## src/hdl/sdram_pkg.sv

```systemverilog
package sdram_pkg;

	localparam int BA_W  = 2;
	localparam int ROW_W = 12;
	localparam int COL_W = 8;
	localparam int DQ_W  = 16;

	typedef logic [DQ_W-1:0]             word_t;
	typedef logic [BA_W+ROW_W+COL_W-1:0] user_addr_t;   // bank, row, column from the top

	// {cs_n, ras_n, cas_n, we_n}
	localparam logic [3:0] CMD_NOP       = 4'b0111;
	localparam logic [3:0] CMD_ACTIVE    = 4'b0011;
	localparam logic [3:0] CMD_READ      = 4'b0101;
	localparam logic [3:0] CMD_WRITE     = 4'b0100;
	localparam logic [3:0] CMD_PRECHARGE = 4'b0010;
	localparam logic [3:0] CMD_REFRESH   = 4'b0001;
	localparam logic [3:0] CMD_LOAD_MODE = 4'b0000;

	localparam int T_RCD = 2;
	localparam int T_RP  = 2;
	localparam int T_RFC = 7;
	localparam int T_WR  = 2;
	localparam int T_MRD = 2;

	typedef union packed {
		logic [ROW_W-1:0] row;              // ACTIVE
		struct packed {
			logic             rsvd;
			logic             ap;           // auto-precharge, all banks on PRECHARGE
			logic [1:0]       unused;
			logic [COL_W-1:0] col;
		} cas;                              // READ and WRITE
		struct packed {
			logic [1:0] rsvd;
			logic       wb_mode;            // 0 = burst writes
			logic [1:0] op_mode;
			logic [2:0] cas_lat;
			logic       burst_type;         // 0 = sequential
			logic [2:0] burst_len;
		} mode;                             // LOAD_MODE
	} sdram_a_u;

endpackage

```

## src/hdl/sdram_init.sv

```systemverilog
`timescale 1ns/1ps

module sdram_init #(
	parameter int CAS_LAT          = 3,
	parameter int BURST_LEN        = 4,
	parameter int INIT_WAIT_CYCLES = 10000
) (
	input  logic                S_CLK,
	input  logic                RST_N,
	output logic [3:0]          init_cmd,
	output sdram_pkg::sdram_a_u init_a,
	output logic                init_done
);
	import sdram_pkg::*;

	// command slots counted from the end of the power-up wait
	localparam int P_AT    = 0;
	localparam int R1_AT   = P_AT + T_RP;
	localparam int R2_AT   = R1_AT + T_RFC;
	localparam int M_AT    = R2_AT + T_RFC;
	localparam int DONE_AT = M_AT + T_MRD;
	localparam int SEQ_W   = $clog2(DONE_AT + 1);
	localparam int WAIT_W  = $clog2(INIT_WAIT_CYCLES + 1);

	logic [WAIT_W-1:0] wait_cnt;
	logic              wait_done;
	logic [SEQ_W-1:0]  seq_cnt;
	sdram_a_u          mode_word;

	always_comb begin
		mode_word = '0;                                 // sequential, burst writes
		mode_word.mode.cas_lat   = 3'(CAS_LAT);
		mode_word.mode.burst_len = 3'($clog2(BURST_LEN)); // 1,2,4,8 -> 0..3
	end

	always_ff @(posedge S_CLK or negedge RST_N) begin
		if (!RST_N) begin
			wait_cnt  <= '0;
			wait_done <= 1'b0;
			seq_cnt   <= '0;
			init_cmd  <= CMD_NOP;
			init_a    <= '0;
			init_done <= 1'b0;
		end else begin
			init_cmd <= CMD_NOP;
			init_a   <= '0;
			if (!wait_done) begin
				if (wait_cnt == WAIT_W'(INIT_WAIT_CYCLES - 1))
					wait_done <= 1'b1;
				else
					wait_cnt <= wait_cnt + 1'b1;
			end else if (!init_done) begin
				seq_cnt <= seq_cnt + 1'b1;
				case (seq_cnt)
					SEQ_W'(P_AT): begin
						init_cmd      <= CMD_PRECHARGE;
						init_a.cas.ap <= 1'b1;              // all banks
					end
					SEQ_W'(R1_AT), SEQ_W'(R2_AT): init_cmd <= CMD_REFRESH;
					SEQ_W'(M_AT): begin
						init_cmd <= CMD_LOAD_MODE;
						init_a   <= mode_word;
					end
					SEQ_W'(DONE_AT): init_done <= 1'b1;
					default: ;
				endcase
			end
		end
	end

endmodule

```

## config.mk

```make
export PLATFORM = sky130hd
export DESIGN_NAME = sdram_init
export DESIGN_NICKNAME = d
export VERILOG_FILES = /design/src/hdl/sdram_pkg.sv /design/src/hdl/sdram_init.sv
export SDC_FILE = /design/constraint.sdc
export NUM_CORES = 1
export LEC_CHECK = 0
export BUFFER_PORTS_ARGS = -buffer_cell sky130_fd_sc_hd__clkbuf_2
export CORE_ASPECT_RATIO = 1.5
export CORE_MARGIN = 2
export CORE_UTILIZATION = 25
export CTS_CLUSTER_SIZE = 40
export DETAILED_ROUTE_END_ITERATION = 12
export HOLD_SLACK_MARGIN = 0.06
export SETUP_SLACK_MARGIN = 0.3
export SYNTH_ARGS = -nofsm -noshare
export SYNTH_HDL_FRONTEND = slang
export SYNTH_SLANG_ARGS = --single-unit
```

## constraint.sdc

```tcl
create_clock -name S_CLK -period 1.8 [get_ports S_CLK]
set_input_delay 0.54 -clock S_CLK [delete_from_list [all_inputs] [get_ports S_CLK]]
set_output_delay 0.54 -clock S_CLK [all_outputs]
set_load 0.02 [all_outputs]
```

==> results.txt <==
- The first detailed-routing pass took 4 iterations.
- The run finished with clean final reports.
- YS warnings: 0
- Most instantiated flip-flop cell in the synthesis netlist: dfrtp_1
- Starting density of the core: 0.2547
- For the pin with the worst max-slew slack, the measured transition is 0.6385 ns.
- In this run, synthesis inferred 0 flip-flops with an integrated enable.
- Mean instance size in the synthesized netlist: 11.58 um2
* Number of setup violations in the final report: 0
- For this run, design rule violations remaining after detail routing come to 0.
- For this design the top-level I/O count stands at 19.
- The root buffer cell chosen for the clock tree is clkbuf_8.
* Worst Setup SP: init_cmd[2]$_DFF_PN1_
- The final hold violation count came to 0.
- The number of global-route vias before repair came to 815.
* CTS tree: done
* Post-route total power: 945.3 uW
- Clock period minus final worst setup slack: 1.479 ns
- After clock tree synthesis, the clock-pin slew on the worst setup and hold paths is 0.09 ns.
- Critical Path Slowest Stage Cell: dfstp_2
* Number of distinct library cell variants in the gate-level netlist after synthesis: 33
- Peak ir drop on the vdd network: 0.2344 mV
- Detailed placement HPWL: 1.444 mm
- The worst register-to-register path begins at wait_cnt[4]$_DFFE_PN0P_.
* CTS sink cnt: 26
- Worst path cell trace: clkbuf_2
* Reported leakage power: 0.0006466 uW
* Gr ovfl total: 0
- Height of the die: 91.81 um
- In the final layout, the share of cells above drive strength 1 is 0.2720.
- The routed design has between 2 and 2.5 mm of wire.
- For the worst-skew pair, the clock arrives at the later sink with an insertion delay of 0.26 ns.
* Post-detailed-route count of antenna-violating nets: 0
- Worst slack, placed: between 0.2 and 0.25 ns
* Largest stage delay on the critical path: 0.52 ns
- Leaving out fill and tap cells, the most frequent cell in the layout is dfrtp_1.
- Area growth from synthesis to layout: 16.55%
* RSZ-0062 raised after global routing: no
- Most used cells in the layout excluding fill and tap cells: dfrtp_1, nand2_1, xnor2_1
- The synthesized netlist occupies a cell area of ~1300 um2.
- Via count: 773
- Entering global routing, the biggest net connects 27 pins.
- Dividing the final minimum period by the clock period gives 0.8216.
- FP Rows: 32
- Number of antenna cells inserted: 0
- In this run the tool buffered the top-level ports with 9 buffer cells.
* Register bit total from synthesis: 26
- Overall track demand over capacity in global routing: 0.07629
* Number of nets in the final layout: 133
- Routed length per instance: 10.68 um
* Largest clock skew in the final design: approximately 0.0070 ns
- Hold Path Class: in -> async
- Max transition margin: 0.5743
- At the end of routability-driven placement, the weighted congestion stood at around 0.73.
- Count of hold buffers inserted by post-cts repair: 0
- STA classifies the critical path startpoint as a flop.
- Reg2Reg Capture Point: wait_cnt[1]$_DFFE_PN0P_
- The die is around 63 um wide.
- Across all setup checks in the final design, the least slack found is roughly 0.32 ns.
- Detailed Route Iter0 Violations: 36
- For this run, the share of the core covered by cells in the final layout is 0.2969.
* CP Data Required Time: 1.26 ns
- The die covers ~5700 um2.
* Worst reg2reg path depth: 3
* Buffers plus inverters on the worst setup path: 1
* Cells after Synth: between 100 and 150
- CTS Buf Count: 3
- Dividing total power by cell area gives a power density of 631.1 nW/um2.
* Ys async rst share: 1.000
- Of the synthesized area, sequential elements account for 0.5093.
- Antenna violations before repair: 0
- The first global-routing pass estimated 3.622 mm of wire.
* Kind of end point of the critical path: output port
- Max Fanout on Critical Path: 1
- The total area inside the core boundary comes to a little over 5000 um2.
* Critical path's top delay family: flip-flops
- For the final routed database, the setup TNS stands at 0 ns.
* Worst Path Class, Setup: reg -> out
- DR vias/cell: 4.005
- Critical path arrival: 0.94 ns
* Fmax: just under 700 MHz
- Max-cap violations in this run came to 0.
- CTS built an H-tree with a depth of 1.
- Final slew viol count: 0
- Clock tree buffer depth: 2
- Setup slack of the most critical reg-to-reg path: 0.37 ns
[cells in the mapped netlist, types with 2 or more instances]
| cell | number | share of area |
|---|---|---|
| dfrtp_1 | 23 | 0.45 |
| buf_4 | 11 | 0.064 |
| nand2_1 | 11 | 0.032 |
| xnor2_1 | 11 | 0.075 |
| xor2_1 | 6 | 0.041 |
| ha_1 | 5 | 0.049 |
| inv_1 | 5 | 0.015 |
| and3_1 | 3 | 0.015 |
| dfstp_2 | 3 | 0.061 |
| nand3_1 | 3 | 0.012 |
| nand4_1 | 3 | 0.015 |
| nor2_1 | 3 | 0.0088 |
| nor3_1 | 3 | 0.012 |
| nand2b_1 | 2 | 0.0097 |
[flip-flops by register name, summed over array words and instances, names as in the netlist]
name / cells
wait_done: 1
init_done: 1
init_a: 2
seq_cnt: 5
init_cmd: 3
wait_cnt: 14
[cells by family (layout without fill, tap and decap cells)]
group | count (synthesis) | after routing | share of synthesized area
compound gates | 5 | 5 | 0.03213
simple gates | 38 | 38 | 0.1889
mux | 2 | 2 | 0.01947
flops | 26 | 26 | 0.5093
other cells | 1 | 9 | 0.002918
xor+xnor | 17 | 17 | 0.1159
fa+ha+maj | 5 | 5 | 0.04869
buf+inv | 17 | 23 | 0.08276
[stage by stage]
step	hold WS, ns	cells	area (um2)
floorplan	0.2444	119	1315
global placement	0.4562	186	1373
detailed placement	0.4579	186	1373
CTS	0.3082	193	1466
global route	0.3266	193	1498
finish	0.2840	193	1498
[power breakdown]
group / switching (uW) / internal, uW
registers: 0 / 584
logic: 27.3 / 0.740
clock network: 175 / 158
total: 203 / 743
[what timing repair did]
action | CTS | global route
pin swaps | 1 | 3
gates resized for setup | 5 | 8
setup buffers | 3 | 0
hold endpoints to repair | 0 | 0
endpoints found under the setup margin | 4 | 7
gates cloned | 0 | 0
[worst max path at each step]
stage / depth (start not counted) / to
2_1_floorplan: 4 / wait_cnt[1]$_DFFE_PN0P_
3_3_place_gp: 4 / wait_cnt[1]$_DFFE_PN0P_
3_5_place_dp: 4 / wait_cnt[1]$_DFFE_PN0P_
4_1_cts: 1 / init_cmd[1]
5_1_grt: 1 / init_cmd[0]
6_report: 1 / init_cmd[2]
[routing by layer]
layer  global-route usage  wire [um]  vias up
met5                    0          0        -
met2               0.1461       1112       14
met1              0.08824        885      382
met3                    0         33        2
met4              0.03333         29        0
li1                     -          -      375
[final cells by class]
class                   instances  area, um2
flip-flops and latches         26      659.4
clock buffers                   4      45.04
fillers                       532       3547
inverters                       5      18.77
well taps                      68      85.08
multi-input cells              76      606.8
repair buffers                 14      82.58
No activity file was read; power rests on OpenSTA's default activity.
