--- src/hdl/sdram_refresh_timer.sv ---
`timescale 1ns/1ps

module sdram_refresh_timer #(
	parameter int REFRESH_CYCLES = 780
) (
	input  logic S_CLK,
	input  logic RST_N,
	input  logic init_done,
	input  logic ref_ack,
	output logic ref_req
);

	localparam int CNT_W = $clog2(REFRESH_CYCLES + 1);

	logic [CNT_W-1:0] ref_cnt;

	// interval restarts on service, not on request
	always_ff @(posedge S_CLK or negedge RST_N) begin
		if (!RST_N) begin
			ref_cnt <= '0;
			ref_req <= 1'b0;
		end else if (ref_ack) begin
			ref_cnt <= '0;
			ref_req <= 1'b0;
		end else if (init_done) begin
			if (ref_cnt == CNT_W'(REFRESH_CYCLES - 1))
				ref_req <= 1'b1;                    // held until the FSM serves it
			else
				ref_cnt <= ref_cnt + 1'b1;
		end
	end

endmodule

--- config.mk ---
export PLATFORM = sky130hd
export DESIGN_NAME = sdram_refresh_timer
export DESIGN_NICKNAME = d
export VERILOG_FILES = /design/src/hdl/sdram_refresh_timer.sv
export SDC_FILE = /design/constraint.sdc
export NUM_CORES = 1
export LEC_CHECK = 0
export ABC_AREA = 1
export BUFFER_PORTS_ARGS = -buffer_cell sky130_fd_sc_hd__buf_2
export CORE_AREA = 2 2 39 41
export CTS_CLUSTER_SIZE = 12
export DETAILED_ROUTE_END_ITERATION = 8
export DIE_AREA = 0 0 41 43
export GPL_ROUTABILITY_DRIVEN = 0
export PLACE_DENSITY_LB_ADDON = 0.08
export SYNTH_ARGS = -nofsm -noshare
export SYNTH_HDL_FRONTEND = slang
export SYNTH_SLANG_ARGS = --single-unit
--- constraint.sdc ---
create_clock -name S_CLK -period 1.7 [get_ports S_CLK]
set_input_delay 0.34 -clock S_CLK [delete_from_list [all_inputs] [get_ports S_CLK]]
set_output_delay 0.34 -clock S_CLK [all_outputs]
set_load 0.01 [all_outputs]
==> results of run 1 <==
==> how the worst min path moves through the flow <==
stage / cells after the start / end / slack, ns
after floorplan: 0 / ref_cnt[0]$_DFFE_PN0P_ / 0.04
after global placement: 1 / ref_cnt[3]$_DFFE_PN0P_ / 0.23
after detailed placement: 1 / ref_cnt[3]$_DFFE_PN0P_ / 0.23
after CTS: 4 / ref_cnt[4]$_DFFE_PN0P_ / 0.34
after global routing: 4 / ref_cnt[4]$_DFFE_PN0P_ / 0.34
final: 4 / ref_cnt[4]$_DFFE_PN0P_ / 0.34
==> Yosys cell counts, drive strengths merged <==
library cell and number:
ha 1, xnor2 1, nor2 14, xor2 1, nand3 12, o21a 1
dfrtp 11, buf 2, o21ai 9, nand2 37, inv 14
==> per-layer routing <==
layer  up-vias  routed length (um)
met1       267                 637
li1        334                   -
met4         0                  27
met2         8                 615
met3         4                  30
met5         -                   0
==> registers in the layout, summed over array words and instances, names as in the netlist <==
register  cells
ref_cnt      10
ref_req       1
==> critical path, cell delays in order (launching register included) <==
cell	delay, ns
dfrtp_1	0.39
ha_1	0.20
nand3_1	0.10
nor2_2	0.15
nand3_2	0.09
nand2_4	0.17
inv_1	0.08
nand2_1	0.06
nand2_1	0.04
==> cell type report <==
type	instances	share of cell area
Inverter	14	0.06874
Sequential cell	11	0.3601
Timing Repair Buffer	6	0.04910
Clock buffer	4	0.03437
Multi-Input combinational cell	76	0.4615
Tap cell	16	0.02619
==> power groups by stage <==
stage          clock network [mW]  logic [mW]  registers, mW
6_report                    0.180      0.0473          0.278
3_3_place_gp                    0      0.0465          0.283
2_1_floorplan                   0      0.0366          0.282
3_5_place_dp                    0      0.0464          0.284
4_1_cts                     0.184      0.0484          0.279
5_1_grt                     0.205      0.0575          0.280
==> cell usage in the layout, fill, tap and decap left out <==
cell type | synthesis | layout
nand2_1 | 36 | 36
inv_1 | 14 | 14
nor2_1 | 13 | 13
nand3_1 | 11 | 11
dfrtp_1 | 11 | 11
o21ai_0 | 8 | 8
buf_2 | 0 | 4
clkbuf_4 | 0 | 3
nor2_2 | 1 | 1
nand3_2 | 1 | 1
nand2_4 | 1 | 1
o21ai_2 | 1 | 1
xnor2_1 | 1 | 1
o21a_1 | 1 | 1
xor2_1 | 1 | 1
ha_1 | 1 | 1
clkbuf_1 | 0 | 1
dlygate4sd3_1 | 0 | 1
buf_4 | 1 | 1
==> logic make-up after synthesis <==
group                    after synthesis  synth area share
flip-flops                            11            0.3887
AND/OR/NAND/NOR                       63            0.3763
XOR/XNOR                               2           0.02474
adder cells (fa/ha/maj)                1           0.01767
AO/OA/AOI/OAI                         10           0.07951
buffers and inverters                 16            0.1131
==> through the flow <==
stage               total power [mW]  std cells  setup slack [ns]    util
global placement              0.3298        122            0.3558  0.5262
global route                  0.5423        127            0.1624  0.5524
floorplan                     0.3186        103            0.4351       -
detailed placement            0.3302        122            0.3205  0.5262
finish                        0.5059        127            0.3131  0.5524
CTS                           0.5110        127            0.3058  0.5524
==> key figures, run 1 <==
Global route
  – Vias in the first global route: 561
  – M1 GR Usage: 0.2667
  – Antenna violations before repair: 0
  – Largest net degree at the start of global routing: 20
  – M2 GR Usage: 0.2906
  – Total track usage: 0.2000
  – GR Util met3: 0.04712
  – GRT overflow: 0
  – Gr busiest metal: met2
  – First-pass GRT wire length: 2339 um

Routing
  – Total number of vias: 613
  – Final wirelength: 1310 um
  – WL/cell: 10.31 um
  – Detail Route Antenna Nets: 0
  – DRC viols: 0
  – Pre-antenna DRT Iters: 4
  – Vias per Instance: 4.827
  – DR iter-0 viols: 5

Cells and area
  – Fraction of layout cells with a size suffix above 1: 0.1081
  – Register area: 275.3 um2
  – # nets final: 117
  – Finished layout cell area: 764.5 um2
  – # diodes: 0
  – Multi-input gate area: 352.8 um2
  – Fillers: 131
  – Area grow syn2layout: 7.951%

STA
  – RSZ-0062 raised after global routing: false
  – Minimum hold slack: 0.3399 ns
  – Slew @ Worst Pin: 0.2568 ns
  – Max-slew headroom: 0.8282
  – Final setup vio count: 0
  – TNS Setup: 0 ns
  – Hold Fails Final Rpt: 0
  – Tcrit/Tclk final: 0.8158
  – Final Max Slew Viols: 0
  – Fmax: 721.0 MHz
  – Minimum clock period: 1.387 ns
  – Layout Skew: 0.004410 ns

Setup path
  – Crit start category: flip-flop
  – Reg2Reg Setup Slack: 0.31 ns
  – CP Max Fanout: 19
  – R2R Path End: ref_cnt[3]$_DFFE_PN0P_
  – R2R Path Start: ref_cnt[0]$_DFFE_PN0P_
  – Reg2reg path depth: 8
  – Critical path origin: ref_cnt[0]$_DFFE_PN0P_
  – Worst endpoint required time: 1.86 ns
  – CP Capture Type: flip-flop
  – CP endpoint: ref_cnt[3]$_DFFE_PN0P_
  – CP arrival: 1.55 ns
  – Critical path type: reg -> reg

Run status
  – Status: finished clean

Clocking
  – Clock buffer count from CTS: 3
  – TritonCTS clock tree: built
  – Clock Tree Root: clkbuf_4
  – Max clock buf depth: 2
  – Hold_buf cts: 1
  – Number of clock sinks: 11
  – Reg clk slew, reported paths: 0.08 ns
  – PostCTS Resize Cnt: 0
  – Skew-Pair Late Insertion Delay: 0.26 ns
  – H-tree level count: 1
  – Setup bufs post-CTS: 0

Pwr
  – Static Leak: 0.3680 nW
  – Pwr dens: 661.7 nW/um2
  – Switch share: 0.2518
  – P_int: 378.5 uW
  – Sequential fraction of design power: 0.550
  – Clock share of power: 0.356
  – Worst vdd ir: 484.7 uV
  – P_sw: 127.4 uW
  – Comb pwr share: 0.093

Die
  – Die footprint: 1763 um2
  – Initial Utilization: 0.5118
  – CORE AREA: 1384 um2
  – Rows: 14
  – Die Wd: 41 um
  – IO Count: 5
  – Die Y: 43 um

Hold path
  – Hold Crit Start: ref_ack
  – Hold Path Class: in -> reg

Synthesis
  – Syn_nets: 108
  – Syn Area/Cell: 6.876 um2
  – Cell taking the most area after synthesis: dfrtp_1
  – Synth top area share: 0.3887
  – Cell Area, Synth: 708.2 um2
  – FF+latch count, synth: 11
  – Cells after synthesis: 103
  – Seq/Total Area, Yosys: 0.3887
  – Area contributors post-synth: dfrtp_1, nand2_1, nand3_1
  – Synth warnings: 0
  – Count of cell types in the netlist: 16

Placement
  – Placed Area: 728.2 um2
  – Count of input and output buffers: 4
  – Post-DP HPWL: 1001 um

Run
  – Maxcap violations: 0
Power figures use the tool's default switching activity.
==> run 2, diff against run 1 <==
==> constraint.sdc (replaced) <==
create_clock -name S_CLK -period 1.39 [get_ports S_CLK]
set_input_delay 0.278 -clock S_CLK [delete_from_list [all_inputs] [get_ports S_CLK]]
set_output_delay 0.278 -clock S_CLK [all_outputs]
set_load 0.01 [all_outputs]
==> run 2 against run 1 <==
  * Critical path depth fell by 1
  * Flip-flop and latch count did not move
  * Sequential power rose by 23%
  * Global-route usage rose by 1.9 points
  * Clock power rose by 29%
  * Total power rose by 29%
  * Design area rose by 10%
  * Combinational power rose by 61%
  * Fmax rose by 7.6%
  * Largest power group unchanged
  * Highest routed layer unchanged
==> key figures, run 2 (synthesis gave the netlist of run 1 again) <==
Routing
  – Total number of vias: 680 (+11%)
  – DR iter-0 viols: 18 (+13)
  – Pre-antenna DRT Iters: 4 (unchanged)
  – DRC viols: 0 (unchanged)
  – Vias per Instance: 5.113 (+5.9%)
  – Detail Route Antenna Nets: 0 (unchanged)
  – Final wirelength: 1622 um (+24%)
  – WL/cell: 12.20 um (+18%)

Global route
  – Total track usage: 0.2193 (+0.01929)
  – Vias in the first global route: 637 (+14%)
  – Largest net degree at the start of global routing: 12 (-40%)
  – First-pass GRT wire length: 2566 um (+9.7%)
  – GR Util met3: 0.03141 (-0.01571)
  – M2 GR Usage: 0.3438 (+0.05312)
  – Antenna violations before repair: 0 (unchanged)
  – Gr busiest metal: met2
  – GRT overflow: 0 (unchanged)
  – M1 GR Usage: 0.2633 (-0.003333)

Cells and area
  – Biggest regs: ref_cnt: 10 flops, ref_req: 1 flops
  – Most common cell after layout, fill and taps aside: nand2_1
  – Finished layout cell area: 844.6 um2 (+10%)
  – # diodes: 0 (unchanged)
  – Most frequent cells in the layout: nand2_1, inv_1, nor2_1
  – Biggest register: ref_cnt
  – Area grow syn2layout: 19.26%
  – Fraction of layout cells with a size suffix above 1: 0.1880 (+0.07993)
  – Multi-input gate area: 402.9 um2 (+14%)
  – Finished Layout Cells: 133 (+4.7%)
  – # nets final: 123 (+5.1%)
  – Register area: 275.3 um2 (unchanged)
  – Core Util, Final: 0.6103 (+0.05787)
  – Max reg flops: 10 (unchanged)
  – Fillers: 139 (+6.1%)

Clocking
  – H-tree level count: 1 (unchanged)
  – Setup bufs post-CTS: 0 (unchanged)
  – Clock buffer count from CTS: 3 (unchanged)
  – TritonCTS clock tree: built
  – Reg clk slew, reported paths: 0.08 ns (about the same)
  – Clock Tree Root: clkbuf_4
  – Max clock buf depth: 2 (unchanged)
  – Number of clock sinks: 11 (unchanged)
  – Skew-Pair Late Insertion Delay: 0.28 ns (+0.02 ns)

Setup path
  – Crit-path cells: ha_4 -> nand2_1 -> nor2_1 -> nand2_1 -> nand2_1 -> nand3_1 -> o21ai_0
  – Critical path type: reg -> reg
  – Most frequent CP cell: nand2_1
  – CP Capture Type: flip-flop
  – Buf+Inv Stages, Crit Path: 0 (-1)
  – Worst path top cell family by delay: simple AND/OR/NAND/NOR gates
  – CP max-delay cell: dfrtp_1
  – CP Max Fanout: 3 (-16)
  – Max stage delay on crit path: 0.41 ns (+0.02 ns)
  – Crit start category: flip-flop
  – CP arrival: 1.50 ns (-0.05 ns)
  – Worst endpoint required time: 1.60 ns (-0.26 ns)
  – Reg2Reg Setup Slack: 0.10 ns (-0.21 ns)

Hold path
  – Hold Path Class: in -> reg

Pwr
  – Sequential fraction of design power: 0.526 (-0.024)
  – Static Leak: 0.4021 nW (+9.3%)
  – Comb pwr share: 0.116 (+0.023)
  – Worst vdd ir: 468.2 uV (-3.4%)
  – Overall Power: 652.5 uW (+29%)
  – P_sw: 179.7 uW (+41%)
  – Switch share: 0.2754 (+0.02365)
  – P_int: 472.8 uW (+25%)
  – Pwr dens: 772.6 nW/um2 (+17%)
  – Clock share of power: 0.358 (+0.002)

Die
  – Die Wd: 41 um (unchanged)
  – Initial Utilization: 0.5118 (unchanged)
  – CORE AREA: 1384 um2 (unchanged)
  – Die Y: 43 um (unchanged)
  – IO Count: 5 (unchanged)
  – Rows: 14 (unchanged)
  – Die footprint: 1763 um2 (unchanged)

STA
  – Slew @ Worst Pin: 0.2822 ns (+0.02534 ns)
  – Layout Skew: 0.006674 ns (+0.002264 ns)
  – Minimum hold slack: 0.2679 ns (-0.07205 ns)
  – Minimum clock period: 1.289 ns (-0.09779 ns)
  – Final setup vio count: 0 (unchanged)
  – RSZ-0062 raised after global routing: true
  – Max-slew headroom: 0.8117 (-0.01647)
  – Setup ws final: 0.1009 ns (-0.2122 ns)
  – Hold Fails Final Rpt: 0 (unchanged)
  – Final Max Slew Viols: 0 (unchanged)
  – TNS Setup: 0 ns (unchanged)
  – Fmax: 775.7 MHz (+7.6%)
  – Tcrit/Tclk final: 0.9274 (+0.1116)

Run
  – Maxcap violations: 0 (unchanged)

Placement
  – DP Worst Slack: 0.01518 ns (-0.3053 ns)
  – Count of input and output buffers: 4 (unchanged)
  – Placed instance count: 126 (+3.3%)
  – Post-DP HPWL: 1010 um (+0.94%)
  – Placed Area: 758.2 um2 (+4.1%)

Run status
  – Status: finished clean
## run 2: cell types whose count changed in the layout (fill, tap and decap cells not counted), sizes merged
| cell | change |
|---|---|
| buf | +4 |
| nand2 | +2 |
## run 2: metal layers
metal	wire, um	share of wire	up-vias
li1	-	-	349
met1	766	0.47	313
met2	769	0.47	13
met3	43	0.027	5
met4	43	0.027	0
met5	0	0	-
## run 2: timing repair
item	CTS	global route
cloned	1	1
endpoints found under the hold margin	11	0
hold buffers	1	0
pin swaps	1	4
resized for setup	0	9
endpoints found under the setup margin	2	10
## run 2: worst register-to-register path, delay by kind of cell (launching register included)
family / cells / cell delay, ns
fa+ha+maj: 1 / 0.16
compound gates: 1 / 0.15
simple gates: 5 / 0.50
flops: 1 / 0.41
## run 2: power by group through the flow
stage | logic, mW | registers, mW | clock network [mW]
4_1_cts | 0.0672 | 0.339 | 0.236
6_report | 0.0760 | 0.343 | 0.233
2_1_floorplan | 0.0448 | 0.345 | 0
3_3_place_gp | 0.0620 | 0.345 | 0
3_5_place_dp | 0.0629 | 0.346 | 0
5_1_grt | 0.0903 | 0.345 | 0.246
## run 2: area by class of cell
cell class / count / share of cell area
multi-input cells: 78 / 0.4770
repair buffers: 10 / 0.08000
flip-flops and latches: 11 / 0.3259
well taps: 16 / 0.02370
clock buffers: 4 / 0.03111
inverters: 14 / 0.06222
## run 2: worst paths after layout
path | start | endpoint | depth (start not counted)
hold reg to reg | ref_req$_DFFE_PN0P_ | ref_req$_DFFE_PN0P_ | 1
hold / removal | ref_ack | ref_cnt[4]$_DFFE_PN0P_ | 4
setup / recovery | ref_cnt[1]$_DFFE_PN0P_ | ref_cnt[8]$_DFFE_PN0P_ | 7
setup reg to reg | ref_cnt[1]$_DFFE_PN0P_ | ref_cnt[8]$_DFFE_PN0P_ | 7
max in group asynchronous | RST_N | ref_cnt[4]$_DFFE_PN0P_ | 2
min in group asynchronous | RST_N | ref_cnt[1]$_DFFE_PN0P_ | 2
