[src/hdl/sdram_pkg.sv]
package sdram_pkg;

	localparam int BA_W  = 2;
	localparam int ROW_W = 12;
	localparam int COL_W = 8;
	localparam int DQ_W  = 16;

	typedef logic [DQ_W-1:0]             word_t;
	typedef logic [BA_W+ROW_W+COL_W-1:0] user_addr_t;   // bank, row, column from the top

	// {cs_n, ras_n, cas_n, we_n}
	localparam logic [3:0] CMD_NOP       = 4'b0111;
	localparam logic [3:0] CMD_ACTIVE    = 4'b0011;
	localparam logic [3:0] CMD_READ      = 4'b0101;
	localparam logic [3:0] CMD_WRITE     = 4'b0100;
	localparam logic [3:0] CMD_PRECHARGE = 4'b0010;
	localparam logic [3:0] CMD_REFRESH   = 4'b0001;
	localparam logic [3:0] CMD_LOAD_MODE = 4'b0000;

	localparam int T_RCD = 2;
	localparam int T_RP  = 2;
	localparam int T_RFC = 7;
	localparam int T_WR  = 2;
	localparam int T_MRD = 2;

	typedef union packed {
		logic [ROW_W-1:0] row;              // ACTIVE
		struct packed {
			logic             rsvd;
			logic             ap;           // auto-precharge, all banks on PRECHARGE
			logic [1:0]       unused;
			logic [COL_W-1:0] col;
		} cas;                              // READ and WRITE
		struct packed {
			logic [1:0] rsvd;
			logic       wb_mode;            // 0 = burst writes
			logic [1:0] op_mode;
			logic [2:0] cas_lat;
			logic       burst_type;         // 0 = sequential
			logic [2:0] burst_len;
		} mode;                             // LOAD_MODE
	} sdram_a_u;

endpackage

[src/hdl/sdram_ctrl_fsm.sv]
`timescale 1ns/1ps

module sdram_ctrl_fsm #(
	parameter int CAS_LAT   = 3,
	parameter int BURST_LEN = 4
) (
	input  logic                        S_CLK,
	input  logic                        RST_N,
	input  logic                        init_done,
	input  logic [3:0]                  init_cmd,
	input  sdram_pkg::sdram_a_u         init_a,
	input  logic                        write_req,
	input  logic                        read_req,
	input  sdram_pkg::user_addr_t       addr,
	input  logic                        ref_req,
	output logic                        ref_ack,
	output logic                        wr_beat,
	output logic                        rd_cmd,
	output logic                        write_ack,
	output logic                        read_ack,
	output logic                        wr_data_req,
	output logic [3:0]                  cmd,
	output logic [sdram_pkg::BA_W-1:0]  sdram_ba,
	output logic [sdram_pkg::ROW_W-1:0] sdram_addr
);
	import sdram_pkg::*;

	localparam logic [2:0] ST_IDLE     = 3'd0;
	localparam logic [2:0] ST_REFRESH  = 3'd1;
	localparam logic [2:0] ST_ACTIVATE = 3'd2;
	localparam logic [2:0] ST_RCD      = 3'd3;
	localparam logic [2:0] ST_WRITE    = 3'd4;
	localparam logic [2:0] ST_READ     = 3'd5;
	localparam logic [2:0] ST_PRE      = 3'd6;

	localparam int CNT_W = 4;
	localparam int RD_W  = $clog2(CAS_LAT + BURST_LEN + 1);
	localparam int BL_W  = $clog2(BURST_LEN + 1);

	logic [2:0]       state;
	logic [CNT_W-1:0] cnt;                  // shared gap counter
	logic             is_wr;
	user_addr_t       addr_q;
	sdram_a_u         row_a;
	sdram_a_u         col_a;
	logic [RD_W-1:0]  rd_cnt;
	logic [BL_W-1:0]  req_left;
	logic             user_ok;
	logic             accept;
	logic             wr_req_start;

	always_comb begin
		row_a         = '0;
		row_a.row     = addr_q[COL_W +: ROW_W];
		col_a         = '0;
		col_a.cas.ap  = 1'b1;               // close the row after every burst
		col_a.cas.col = addr_q[COL_W-1:0];
	end

	// no new user burst until the previous ack has gone and read data has drained
	assign user_ok = !write_ack && !read_ack && (rd_cnt == '0);
	assign accept  = init_done && (state == ST_IDLE) && !ref_req && user_ok
		&& (write_req || read_req);
	// first strobe two cycles before WRITE, staging register adds one
	assign wr_req_start = is_wr && (((state == ST_ACTIVATE) && (T_RCD == 2))
		|| ((state == ST_RCD) && (cnt == CNT_W'(2))));

	always_ff @(posedge S_CLK) begin
		if (accept)
			addr_q <= addr;
	end

	always_ff @(posedge S_CLK or negedge RST_N) begin
		if (!RST_N) begin
			state      <= ST_IDLE;
			cnt        <= '0;
			is_wr      <= 1'b0;
			cmd        <= CMD_NOP;
			sdram_ba   <= '0;
			sdram_addr <= '0;
			ref_ack    <= 1'b0;
			wr_beat    <= 1'b0;
			rd_cmd     <= 1'b0;
			write_ack  <= 1'b0;
		end else if (!init_done) begin
			cmd        <= init_cmd;             // init sequencer owns the bus
			sdram_addr <= init_a;
		end else begin
			cmd       <= CMD_NOP;
			ref_ack   <= 1'b0;
			rd_cmd    <= 1'b0;
			write_ack <= 1'b0;
			case (state)
				ST_IDLE: begin
					if (ref_req) begin
						cmd     <= CMD_REFRESH;
						ref_ack <= 1'b1;
						cnt     <= CNT_W'(T_RFC - 1);
						state   <= ST_REFRESH;
					end else if (accept) begin
						is_wr <= write_req;         // write wins over read
						state <= ST_ACTIVATE;
					end
				end
				ST_REFRESH: begin
					if (cnt == '0)
						state <= ST_IDLE;
					else
						cnt <= cnt - 1'b1;
				end
				ST_ACTIVATE: begin
					cmd        <= CMD_ACTIVE;
					sdram_ba   <= addr_q[COL_W+ROW_W +: BA_W];
					sdram_addr <= row_a;
					// read spends one cycle in ST_READ
					cnt        <= is_wr ? CNT_W'(T_RCD - 1) : CNT_W'(T_RCD - 2);
					state      <= ST_RCD;
				end
				ST_RCD: begin
					if (cnt != '0) begin
						cnt <= cnt - 1'b1;
					end else if (is_wr) begin
						cmd        <= CMD_WRITE;
						sdram_addr <= col_a;
						wr_beat    <= 1'b1;         // first beat rides with WRITE
						cnt        <= CNT_W'(BURST_LEN - 1);
						state      <= ST_WRITE;
					end else begin
						state <= ST_READ;
					end
				end
				ST_WRITE: begin
					if (cnt == '0) begin
						wr_beat <= 1'b0;
						cnt     <= CNT_W'(T_WR + T_RP);
						state   <= ST_PRE;
					end else begin
						cnt <= cnt - 1'b1;
					end
				end
				ST_READ: begin
					cmd        <= CMD_READ;
					sdram_addr <= col_a;
					rd_cmd     <= 1'b1;
					cnt        <= CNT_W'(BURST_LEN + T_RP - 1);  // burst then auto precharge
					state      <= ST_PRE;
				end
				ST_PRE: begin
					if (cnt == '0) begin
						write_ack <= is_wr;         // reads ack from rd_cnt
						state     <= ST_IDLE;
					end else begin
						cnt <= cnt - 1'b1;
					end
				end
				default: state <= ST_IDLE;
			endcase
		end
	end

	// read_ack lines up with the last captured beat
	always_ff @(posedge S_CLK or negedge RST_N) begin
		if (!RST_N) begin
			rd_cnt   <= '0;
			read_ack <= 1'b0;
		end else begin
			read_ack <= (rd_cnt == RD_W'(1));
			if (init_done && (state == ST_READ))
				rd_cnt <= RD_W'(CAS_LAT + BURST_LEN);
			else if (rd_cnt != '0)
				rd_cnt <= rd_cnt - 1'b1;
		end
	end

	always_ff @(posedge S_CLK or negedge RST_N) begin
		if (!RST_N) begin
			req_left    <= '0;
			wr_data_req <= 1'b0;
		end else begin
			wr_data_req <= wr_req_start || (req_left != '0);
			if (wr_req_start)
				req_left <= BL_W'(BURST_LEN - 1);
			else if (req_left != '0)
				req_left <= req_left - 1'b1;
		end
	end

endmodule

[config.mk]
export PLATFORM = sky130hd
export DESIGN_NAME = sdram_ctrl_fsm
export DESIGN_NICKNAME = d
export VERILOG_FILES = /design/src/hdl/sdram_pkg.sv /design/src/hdl/sdram_ctrl_fsm.sv
export SDC_FILE = /design/constraint.sdc
export NUM_CORES = 1
export LEC_CHECK = 0
export BUFFER_PORTS_ARGS = -buffer_cell sky130_fd_sc_hd__buf_2
export CAP_MARGIN = 30
export CELL_PAD_IN_SITES_DETAIL_PLACEMENT = 0
export CELL_PAD_IN_SITES_GLOBAL_PLACEMENT = 1
export CORE_MARGIN = 5
export CORE_UTILIZATION = 25
export CTS_CLUSTER_DIAMETER = 50
export DETAILED_ROUTE_END_ITERATION = 10
export GPL_TIMING_DRIVEN = 0
export PLACE_DENSITY_LB_ADDON = 0.1
export SLEW_MARGIN = 20
export SYNTH_ARGS = -nofsm -noshare
export SYNTH_HDL_FRONTEND = slang
export SYNTH_SLANG_ARGS = --single-unit
[constraint.sdc]
create_clock -name S_CLK -period 6.31 [get_ports S_CLK]
set_input_delay 0.9465 -clock S_CLK [delete_from_list [all_inputs] [get_ports S_CLK]]
set_output_delay 0.9465 -clock S_CLK [all_outputs]
set_load 0.01 [all_outputs]
==> qor.json, run 1 <==
{
  "run_status": {"value": "completed"},
  "timing.slew.headroom": {"value": 52.1, "unit": "%"},
  "power.density_cell_area": {"value": 471, "unit": "nW/µm²"},
  "initial_utilization": {"value": 25.6, "unit": "%"},
  "post_synth_and_or_nand_nor_area_fraction": {"value": 12.3, "unit": "%"},
  "rsz0062_at_grt": {"value": "false"},
  "synth.distinct_cells": {"value": 56},
  "finalCriticalPeriod": {"value": 2390, "unit": "ps"},
  "synth.yosys.warnings": {"value": 0},
  "route.met3.wl": {"value": 478, "unit": "µm"},
  "i_o_pins": {"value": 68},
  "grt_max_degree": {"value": 39},
  "synth_top_area_cell": {"value": "sky130_fd_sc_hd__dfrtp_1"},
  "required": {"value": 6340, "unit": "ps"},
  "tightestPinTransition": {"value": 714, "unit": "ps"},
  "floorplan.core_area": {"value": 11500, "unit": "µm²"},
  "timing.clock.skew": {"value": 8.90, "unit": "ps"},
  "cts.clk_slew.worst_paths": {"value": 50, "unit": "ps"},
  "final_cell_mix": {"value": "sky130_fd_sc_hd__buf_2, sky130_fd_sc_hd__dfrtp_1, sky130_fd_sc_hd__nand2_1"},
  "netlist_top_cells_area": {"value": "sky130_fd_sc_hd__dfrtp_1, sky130_fd_sc_hd__edfxtp_1, sky130_fd_sc_hd__mux2_2"},
  "syn_area_per_cell": {"value": 11.8, "unit": "µm²"},
  "timing.critical_path.from_type": {"value": "flop"},
  "fp-row-count": {"value": 39},
  "drt_drc_violations_left": {"value": 0},
  "synth_ff_type": {"value": "sky130_fd_sc_hd__dfrtp_1"},
  "number_of_setup_buffers_added_after_cts": {"value": 0},
  "final_worst_path_cycle_share": {"value": 37.9, "unit": "%"},
  "yosys.area_share.xor_xnor": {"value": 2.13, "unit": "%"},
  "numPortBuffers": {"value": 66},
  "timing.setup.tns": {"value": 0, "unit": "ps"},
  "die_w": {"value": 118, "unit": "µm"},
  "yosysSeqAreaShare": {"value": 55.1, "unit": "%"},
  "max_cap_violations": {"value": 0},
  "final_hold_fails": {"value": 0},
  "detailedRoute.firstPassIterationCount": {"value": 4},
  "holdWs": {"value": 474, "unit": "ps"},
  "synth_top_family_by_area": {"value": "compound AO/OA/AOI/OAI gates"},
  "drt-total-wl": {"value": 7.92, "unit": "mm"},
  "cts-buffers-inserted": {"value": 9},
  "clock-root-buffer": {"value": "sky130_fd_sc_hd__clkbuf_16"},
  "leakage": {"value": 1.63, "unit": "nW"},
  "syn-num-nets": {"value": 299},
  "synth_seq_cells": {"value": 60},
  "post_detailed_route_count_of_antenna_violating_nets": {"value": 0},
  "hp-class": {"value": "reg2reg"},
  "routedLengthMet1": {"value": 3.50, "unit": "mm"},
  "cts_hold_buf": {"value": 0},
  "grt_pass1_vias": {"value": 2441},
  "post-synth-top-area-fraction": {"value": 29.9, "unit": "%"},
  "die_h": {"value": 118, "unit": "µm"},
  "antenna_cells_inserted": {"value": 0},
  "cts.path.max_buffers": {"value": 2},
  "adder_cell_share_of_the_synthesized_area": {"value": 2.99, "unit": "%"},
  "grt_use_total": {"value": 11.8, "unit": "%"},
  "total_grt_overflow": {"value": 0},
  "asyncSetResetFlopFracSynth": {"value": 63.3, "unit": "%"},
  "synth_edf_count": {"value": 22},
  "cts-resized-gates": {"value": 0},
  "cts_sinks": {"value": 60},
  "final_layout_size_suffix_gt1_share": {"value": 34.2, "unit": "%"},
  "timing_worst_setup_path_type": {"value": "reg2reg"},
  "drt_iter0_drc": {"value": 100},
  "crit_path_max_fanout": {"value": 9},
  "peak_supply_drop": {"value": 179, "unit": "µV"},
  "routed.top_layer": {"value": "met4"},
  "postSynthCellCount": {"value": 248},
  "final_max_slew_viol_count": {"value": 0},
  "final_common_cell": {"value": "sky130_fd_sc_hd__buf_2"},
  "antenna_found_initial": {"value": 0},
  "synth.mux.area_fraction": {"value": 5.63, "unit": "%"},
  "synth_compound_gate_area_share": {"value": 16.7, "unit": "%"},
  "gp_congestion": {"value": 0.752},
  "htreeDepth": {"value": 3},
  "critPathArrivalTime": {"value": 2430, "unit": "ps"},
  "via_per_inst": {"value": 4.72},
  "num_vias": {"value": 2247},
  "syn2layout_area_growth": {"value": 30.1, "unit": "%"},
  "netlist_area": {"value": 2930, "unit": "µm²"},
  "fmaxAchievable": {"value": 418, "unit": "MHz"},
  "setup_viol": {"value": 0},
  "global_route_wire_length_before_repair": {"value": 12.9, "unit": "mm"},
  "dp_hpwl": {"value": 5.70, "unit": "mm"},
  "cts_tree": {"value": "built"},
  "report.power.total": {"value": 1.79, "unit": "mW"},
  "worst_setup_path_end_kind": {"value": "flop"},
  "wl_met2": {"value": 3.80, "unit": "mm"},
  "clock_latency_on_the_worst_skew_pair": {"value": 330, "unit": "ps"},
  "routedWlPerCell": {"value": 16.6, "unit": "µm"},
  "fin_nets": {"value": 379},
  "die_area": {"value": 14000, "unit": "µm²"}
}
[Yosys cell counts (all sizes together) (3+ instances only)]
cell type and n:
nand2 25, nor4 3, mux2 12, nand3 5
dfstp 3, edfxtp 22, a221o 4, nor2b 4
o2bb2ai 8, nor2 16, ha 7, a31oi 3
xor2 3, inv 16, nor3 4, clkbuf 8
a21oi 4, buf 7, a31o 8, o21ai 6
o211ai 6, and3 3, mux2i 3, dfrtp 35
[layout make-up]
| class | instances | area, µm² |
|---|---|---|
| timing repair buffer | 69 | 365 |
| inverter | 16 | 60.1 |
| clock inverter | 5 | 100 |
| sequential | 60 | 1620 |
| fill | 1150 | 7650 |
| multi-input combinational | 157 | 1170 |
| tap | 143 | 179 |
| clock buffer | 11 | 233 |
| buffer | 15 | 88.8 |
[logic make-up after synthesis]
| kind of cell | after synthesis |
|---|---|
| AO/OA/AOI/OAI | 59 |
| XOR/XNOR | 5 |
| adder cells (fa/ha/maj) | 7 |
| buffers and inverters | 31 |
| flip-flops | 60 |
| multiplexers | 15 |
| AND/OR/NAND/NOR | 71 |
[path summary, 6_finish.rpt]
path	from	end	slack, ps	depth (start not counted)
max	rd_cnt[0]	addr_q[18]	3920	6
min	addr_q[21]	sdram_ba[1]	470	1
max reg2reg	rd_cnt[0]	addr_q[18]	3920	6
min reg2reg	addr_q[21]	sdram_ba[1]	470	1
max in group asynchronous	RST_N	cmd[2]	5240	2
min in group asynchronous	RST_N	sdram_addr[1]	530	1
[power breakdown]
part | switching (mW) | total, mW | internal, mW
Combinational | 0.380 | 0.669 | 0.289
Clock | 0.175 | 0.559 | 0.384
Sequential | 0.0638 | 0.566 | 0.503
[per-stage QoR]
| step | instance area, µm² | cells | setup WS [ps] | utilization (%) |
|---|---|---|---|---|
| floorplan | 2930 | 248 | 2840 | - |
| global placement | 3440 | 457 | 1740 | 30.0 |
| detailed placement | 3460 | 459 | 3590 | 30.2 |
| CTS | 3790 | 475 | 3820 | 33.1 |
| global route | 3810 | 476 | 3670 | 33.3 |
| finish | 3810 | 476 | 3920 | 33.3 |
[sequential cells by signal (all words and copies together), names as in the netlist]
name         cells
addr_q          22
sdram_addr      12
cmd              4
cnt              4
rd_cnt           3
req_left         3
state            3
sdram_ba         2
is_wr            1
rd_cmd           1
read_ack         1
ref_ack          1
wr_beat          1
wr_data_req      1
write_ack        1
[routing by layer]
| metal | track usage, % | vias up |
|---|---|---|
| met3 | 4.11 | 13 |
| met5 | 0 | - |
| li1 | - | 1072 |
| met2 | 19.1 | 61 |
| met4 | 4.95 | 0 |
| met1 | 14.4 | 1101 |
[worst max-delay path: stages, from the launching register on]
cell and delay [ps]:
sky130_fd_sc_hd__dfrtp_1 380, sky130_fd_sc_hd__inv_1 110, sky130_fd_sc_hd__ha_1 170, sky130_fd_sc_hd__nor2b_1 290, sky130_fd_sc_hd__o211ai_1 240, sky130_fd_sc_hd__nor3_2 590
sky130_fd_sc_hd__buf_4 310
No activity file was read; power rests on OpenSTA's default activity.
==> run 2: changes to the inputs <==
==> constraint.sdc (replaced) <==
create_clock -name S_CLK -period 2.4 [get_ports S_CLK]
set_input_delay 0.36 -clock S_CLK [delete_from_list [all_inputs] [get_ports S_CLK]]
set_output_delay 0.36 -clock S_CLK [all_outputs]
set_load 0.01 [all_outputs]
==> qor.json, run 2 (same netlist as run 1, synthesis figures left out) <==
{
  "setup_viol": {"value": 0},
  "postLayoutCoreUtil": {"value": 33.6, "unit": "%"},
  "reg2reg_from": {"value": "cnt[0]"},
  "peak_supply_drop": {"value": 455, "unit": "µV"},
  "die_w": {"value": 118, "unit": "µm"},
  "final_layout_size_suffix_gt1_share": {"value": 34.8, "unit": "%"},
  "total_grt_overflow": {"value": 0},
  "leakage": {"value": 1.64, "unit": "nW"},
  "worst_setup_path_end_kind": {"value": "flop"},
  "timing_worst_setup_path_type": {"value": "reg2reg"},
  "drt_iter0_drc": {"value": 98},
  "cts_sinks": {"value": 60},
  "initial_utilization": {"value": 25.6, "unit": "%"},
  "drt_drc_violations_left": {"value": 0},
  "finalCriticalPeriod": {"value": 2080, "unit": "ps"},
  "final_cell_mix": {"value": "sky130_fd_sc_hd__buf_2, sky130_fd_sc_hd__dfrtp_1, sky130_fd_sc_hd__nand2_1"},
  "timing.critical_path.to": {"value": "cnt[0]"},
  "required": {"value": 2610, "unit": "ps"},
  "grt_use_total": {"value": 11.9, "unit": "%"},
  "tightestPinTransition": {"value": 652, "unit": "ps"},
  "timing.reg2reg.worst_path_depth": {"value": 6},
  "htreeDepth": {"value": 3},
  "timing.critical_path.from_type": {"value": "flop"},
  "grt_max_degree": {"value": 39},
  "hp-class": {"value": "in2reg"},
  "clock-root-buffer": {"value": "sky130_fd_sc_hd__clkbuf_16"},
  "drt-total-wl": {"value": 7.84, "unit": "mm"},
  "numPortBuffers": {"value": 66},
  "fin_nets": {"value": 382},
  "routedWlPerCell": {"value": 16.4, "unit": "µm"},
  "place_ws": {"value": -43.1, "unit": "ps"},
  "gp_congestion": {"value": 0.752},
  "cts-buffers-inserted": {"value": 9},
  "filler_cell_count": {"value": 1171},
  "detailedRoute.firstPassIterationCount": {"value": 4},
  "antenna_cells_inserted": {"value": 0},
  "grt_pass1_vias": {"value": 2355},
  "fp-row-count": {"value": 39},
  "fmaxAchievable": {"value": 481, "unit": "MHz"},
  "cp-startpoint": {"value": "cnt[0]"},
  "power.density_cell_area": {"value": 1200, "unit": "nW/µm²"},
  "rsz0062_at_grt": {"value": "false"},
  "final_hold_fails": {"value": 0},
  "dp_hpwl": {"value": 5.66, "unit": "mm"},
  "largest_register_ffs": {"value": 22},
  "max_cap_violations": {"value": 0},
  "cts.path.max_buffers": {"value": 2},
  "timing.slew.headroom": {"value": 56.5, "unit": "%"},
  "antenna_found_initial": {"value": 0},
  "layout_top_registers": {"value": "addr_q: 22 flops, sdram_addr: 12 flops"},
  "final_worst_path_cycle_share": {"value": 86.7, "unit": "%"},
  "worstReg2RegEnd": {"value": "cnt[0]"},
  "crit_path_max_fanout": {"value": 7},
  "largest-register": {"value": "addr_q"},
  "post_detailed_route_count_of_antenna_violating_nets": {"value": 0},
  "fin_ws": {"value": 320, "unit": "ps"},
  "timing.clock.skew": {"value": 5.07, "unit": "ps"},
  "cts.clk_slew.worst_paths": {"value": 50, "unit": "ps"},
  "critPathArrivalTime": {"value": 2290, "unit": "ps"},
  "cts-resized-gates": {"value": 0},
  "die_h": {"value": 118, "unit": "µm"},
  "final_max_slew_viol_count": {"value": 0},
  "clock_latency_on_the_worst_skew_pair": {"value": 320, "unit": "ps"},
  "via_per_inst": {"value": 4.58},
  "num_vias": {"value": 2193},
  "syn2layout_area_growth": {"value": 31.3, "unit": "%"},
  "global_route_wire_length_before_repair": {"value": 13.1, "unit": "mm"},
  "cts_tree": {"value": "built"},
  "i_o_pins": {"value": 68},
  "run_status": {"value": "completed"},
  "ff2ff_setup_slack": {"value": 320, "unit": "ps"},
  "final_common_cell": {"value": "sky130_fd_sc_hd__buf_2"},
  "die_area": {"value": 14000, "unit": "µm²"},
  "floorplan.core_area": {"value": 11500, "unit": "µm²"}
}
## run 2: layout make-up
cell class,count,area (µm²),area share (%)
plain buffers,15,88.8,2.31
repair buffers,72,410,10.7
well taps,143,179,4.65
clock inverters,6,88.8,2.31
clock buffers,10,229,5.95
inverters,16,60.1,1.56
flip-flops and latches,60,1620,42.0
multi-input cells,157,1180,30.6
## run 2: how the worst min path moves through the flow
stage | slack [ps] | start | end | cells after the start
floorplan | 60 | RST_N | cmd[3] | 0
global placement | 460 | addr_q[16] | sdram_addr[8] | 1
finish | 210 | addr[7] | addr_q[7] | 1
detailed placement | 470 | addr_q[17] | sdram_addr[9] | 1
CTS | 190 | addr[7] | addr_q[7] | 1
global route | 190 | addr[11] | addr_q[11] | 1
## run 2: per-layer routing
metal	share of wire (%)	GRT usage, %
met5	0	0
met3	6.4	4.87
met1	46	15.6
met2	46	18.4
met4	0.91	2.80
## run 2: power breakdown
group	internal, mW	switching (mW)
Clock	0.908	0.470
Combinational	0.765	0.998
Sequential	1.32	0.169
## run 2: per-stage QoR
stage               power (mW)  std cells  cell area, µm²  hold slack [ps]  setup TNS, ps
finish                    4.63        479            3850              208              0
global route              4.99        479            3850              186              0
CTS                       4.71        477            3820              192              0
detailed placement        3.28        458            3470              465           -498
global placement          3.30        457            3450              462          -5000
floorplan                 2.76        248            2940             64.4              0
## run 2: worst max-delay path: stages (launching register included)
cell and delay, ps:
sky130_fd_sc_hd__dfrtp_1 410, sky130_fd_sc_hd__inv_1 110, sky130_fd_sc_hd__ha_1 300, sky130_fd_sc_hd__nor3b_2 520
sky130_fd_sc_hd__a31oi_1 170, sky130_fd_sc_hd__and3_1 240, sky130_fd_sc_hd__a32o_1 230
## run 2: repair_timing
| item | in CTS | in global routing |
|---|---|---|
| hold buffers | 0 | 1 |
| buffers inserted | 3 | 0 |
| hold endpoints to repair | 0 | 9 |
| setup endpoints to repair | 12 | 0 |
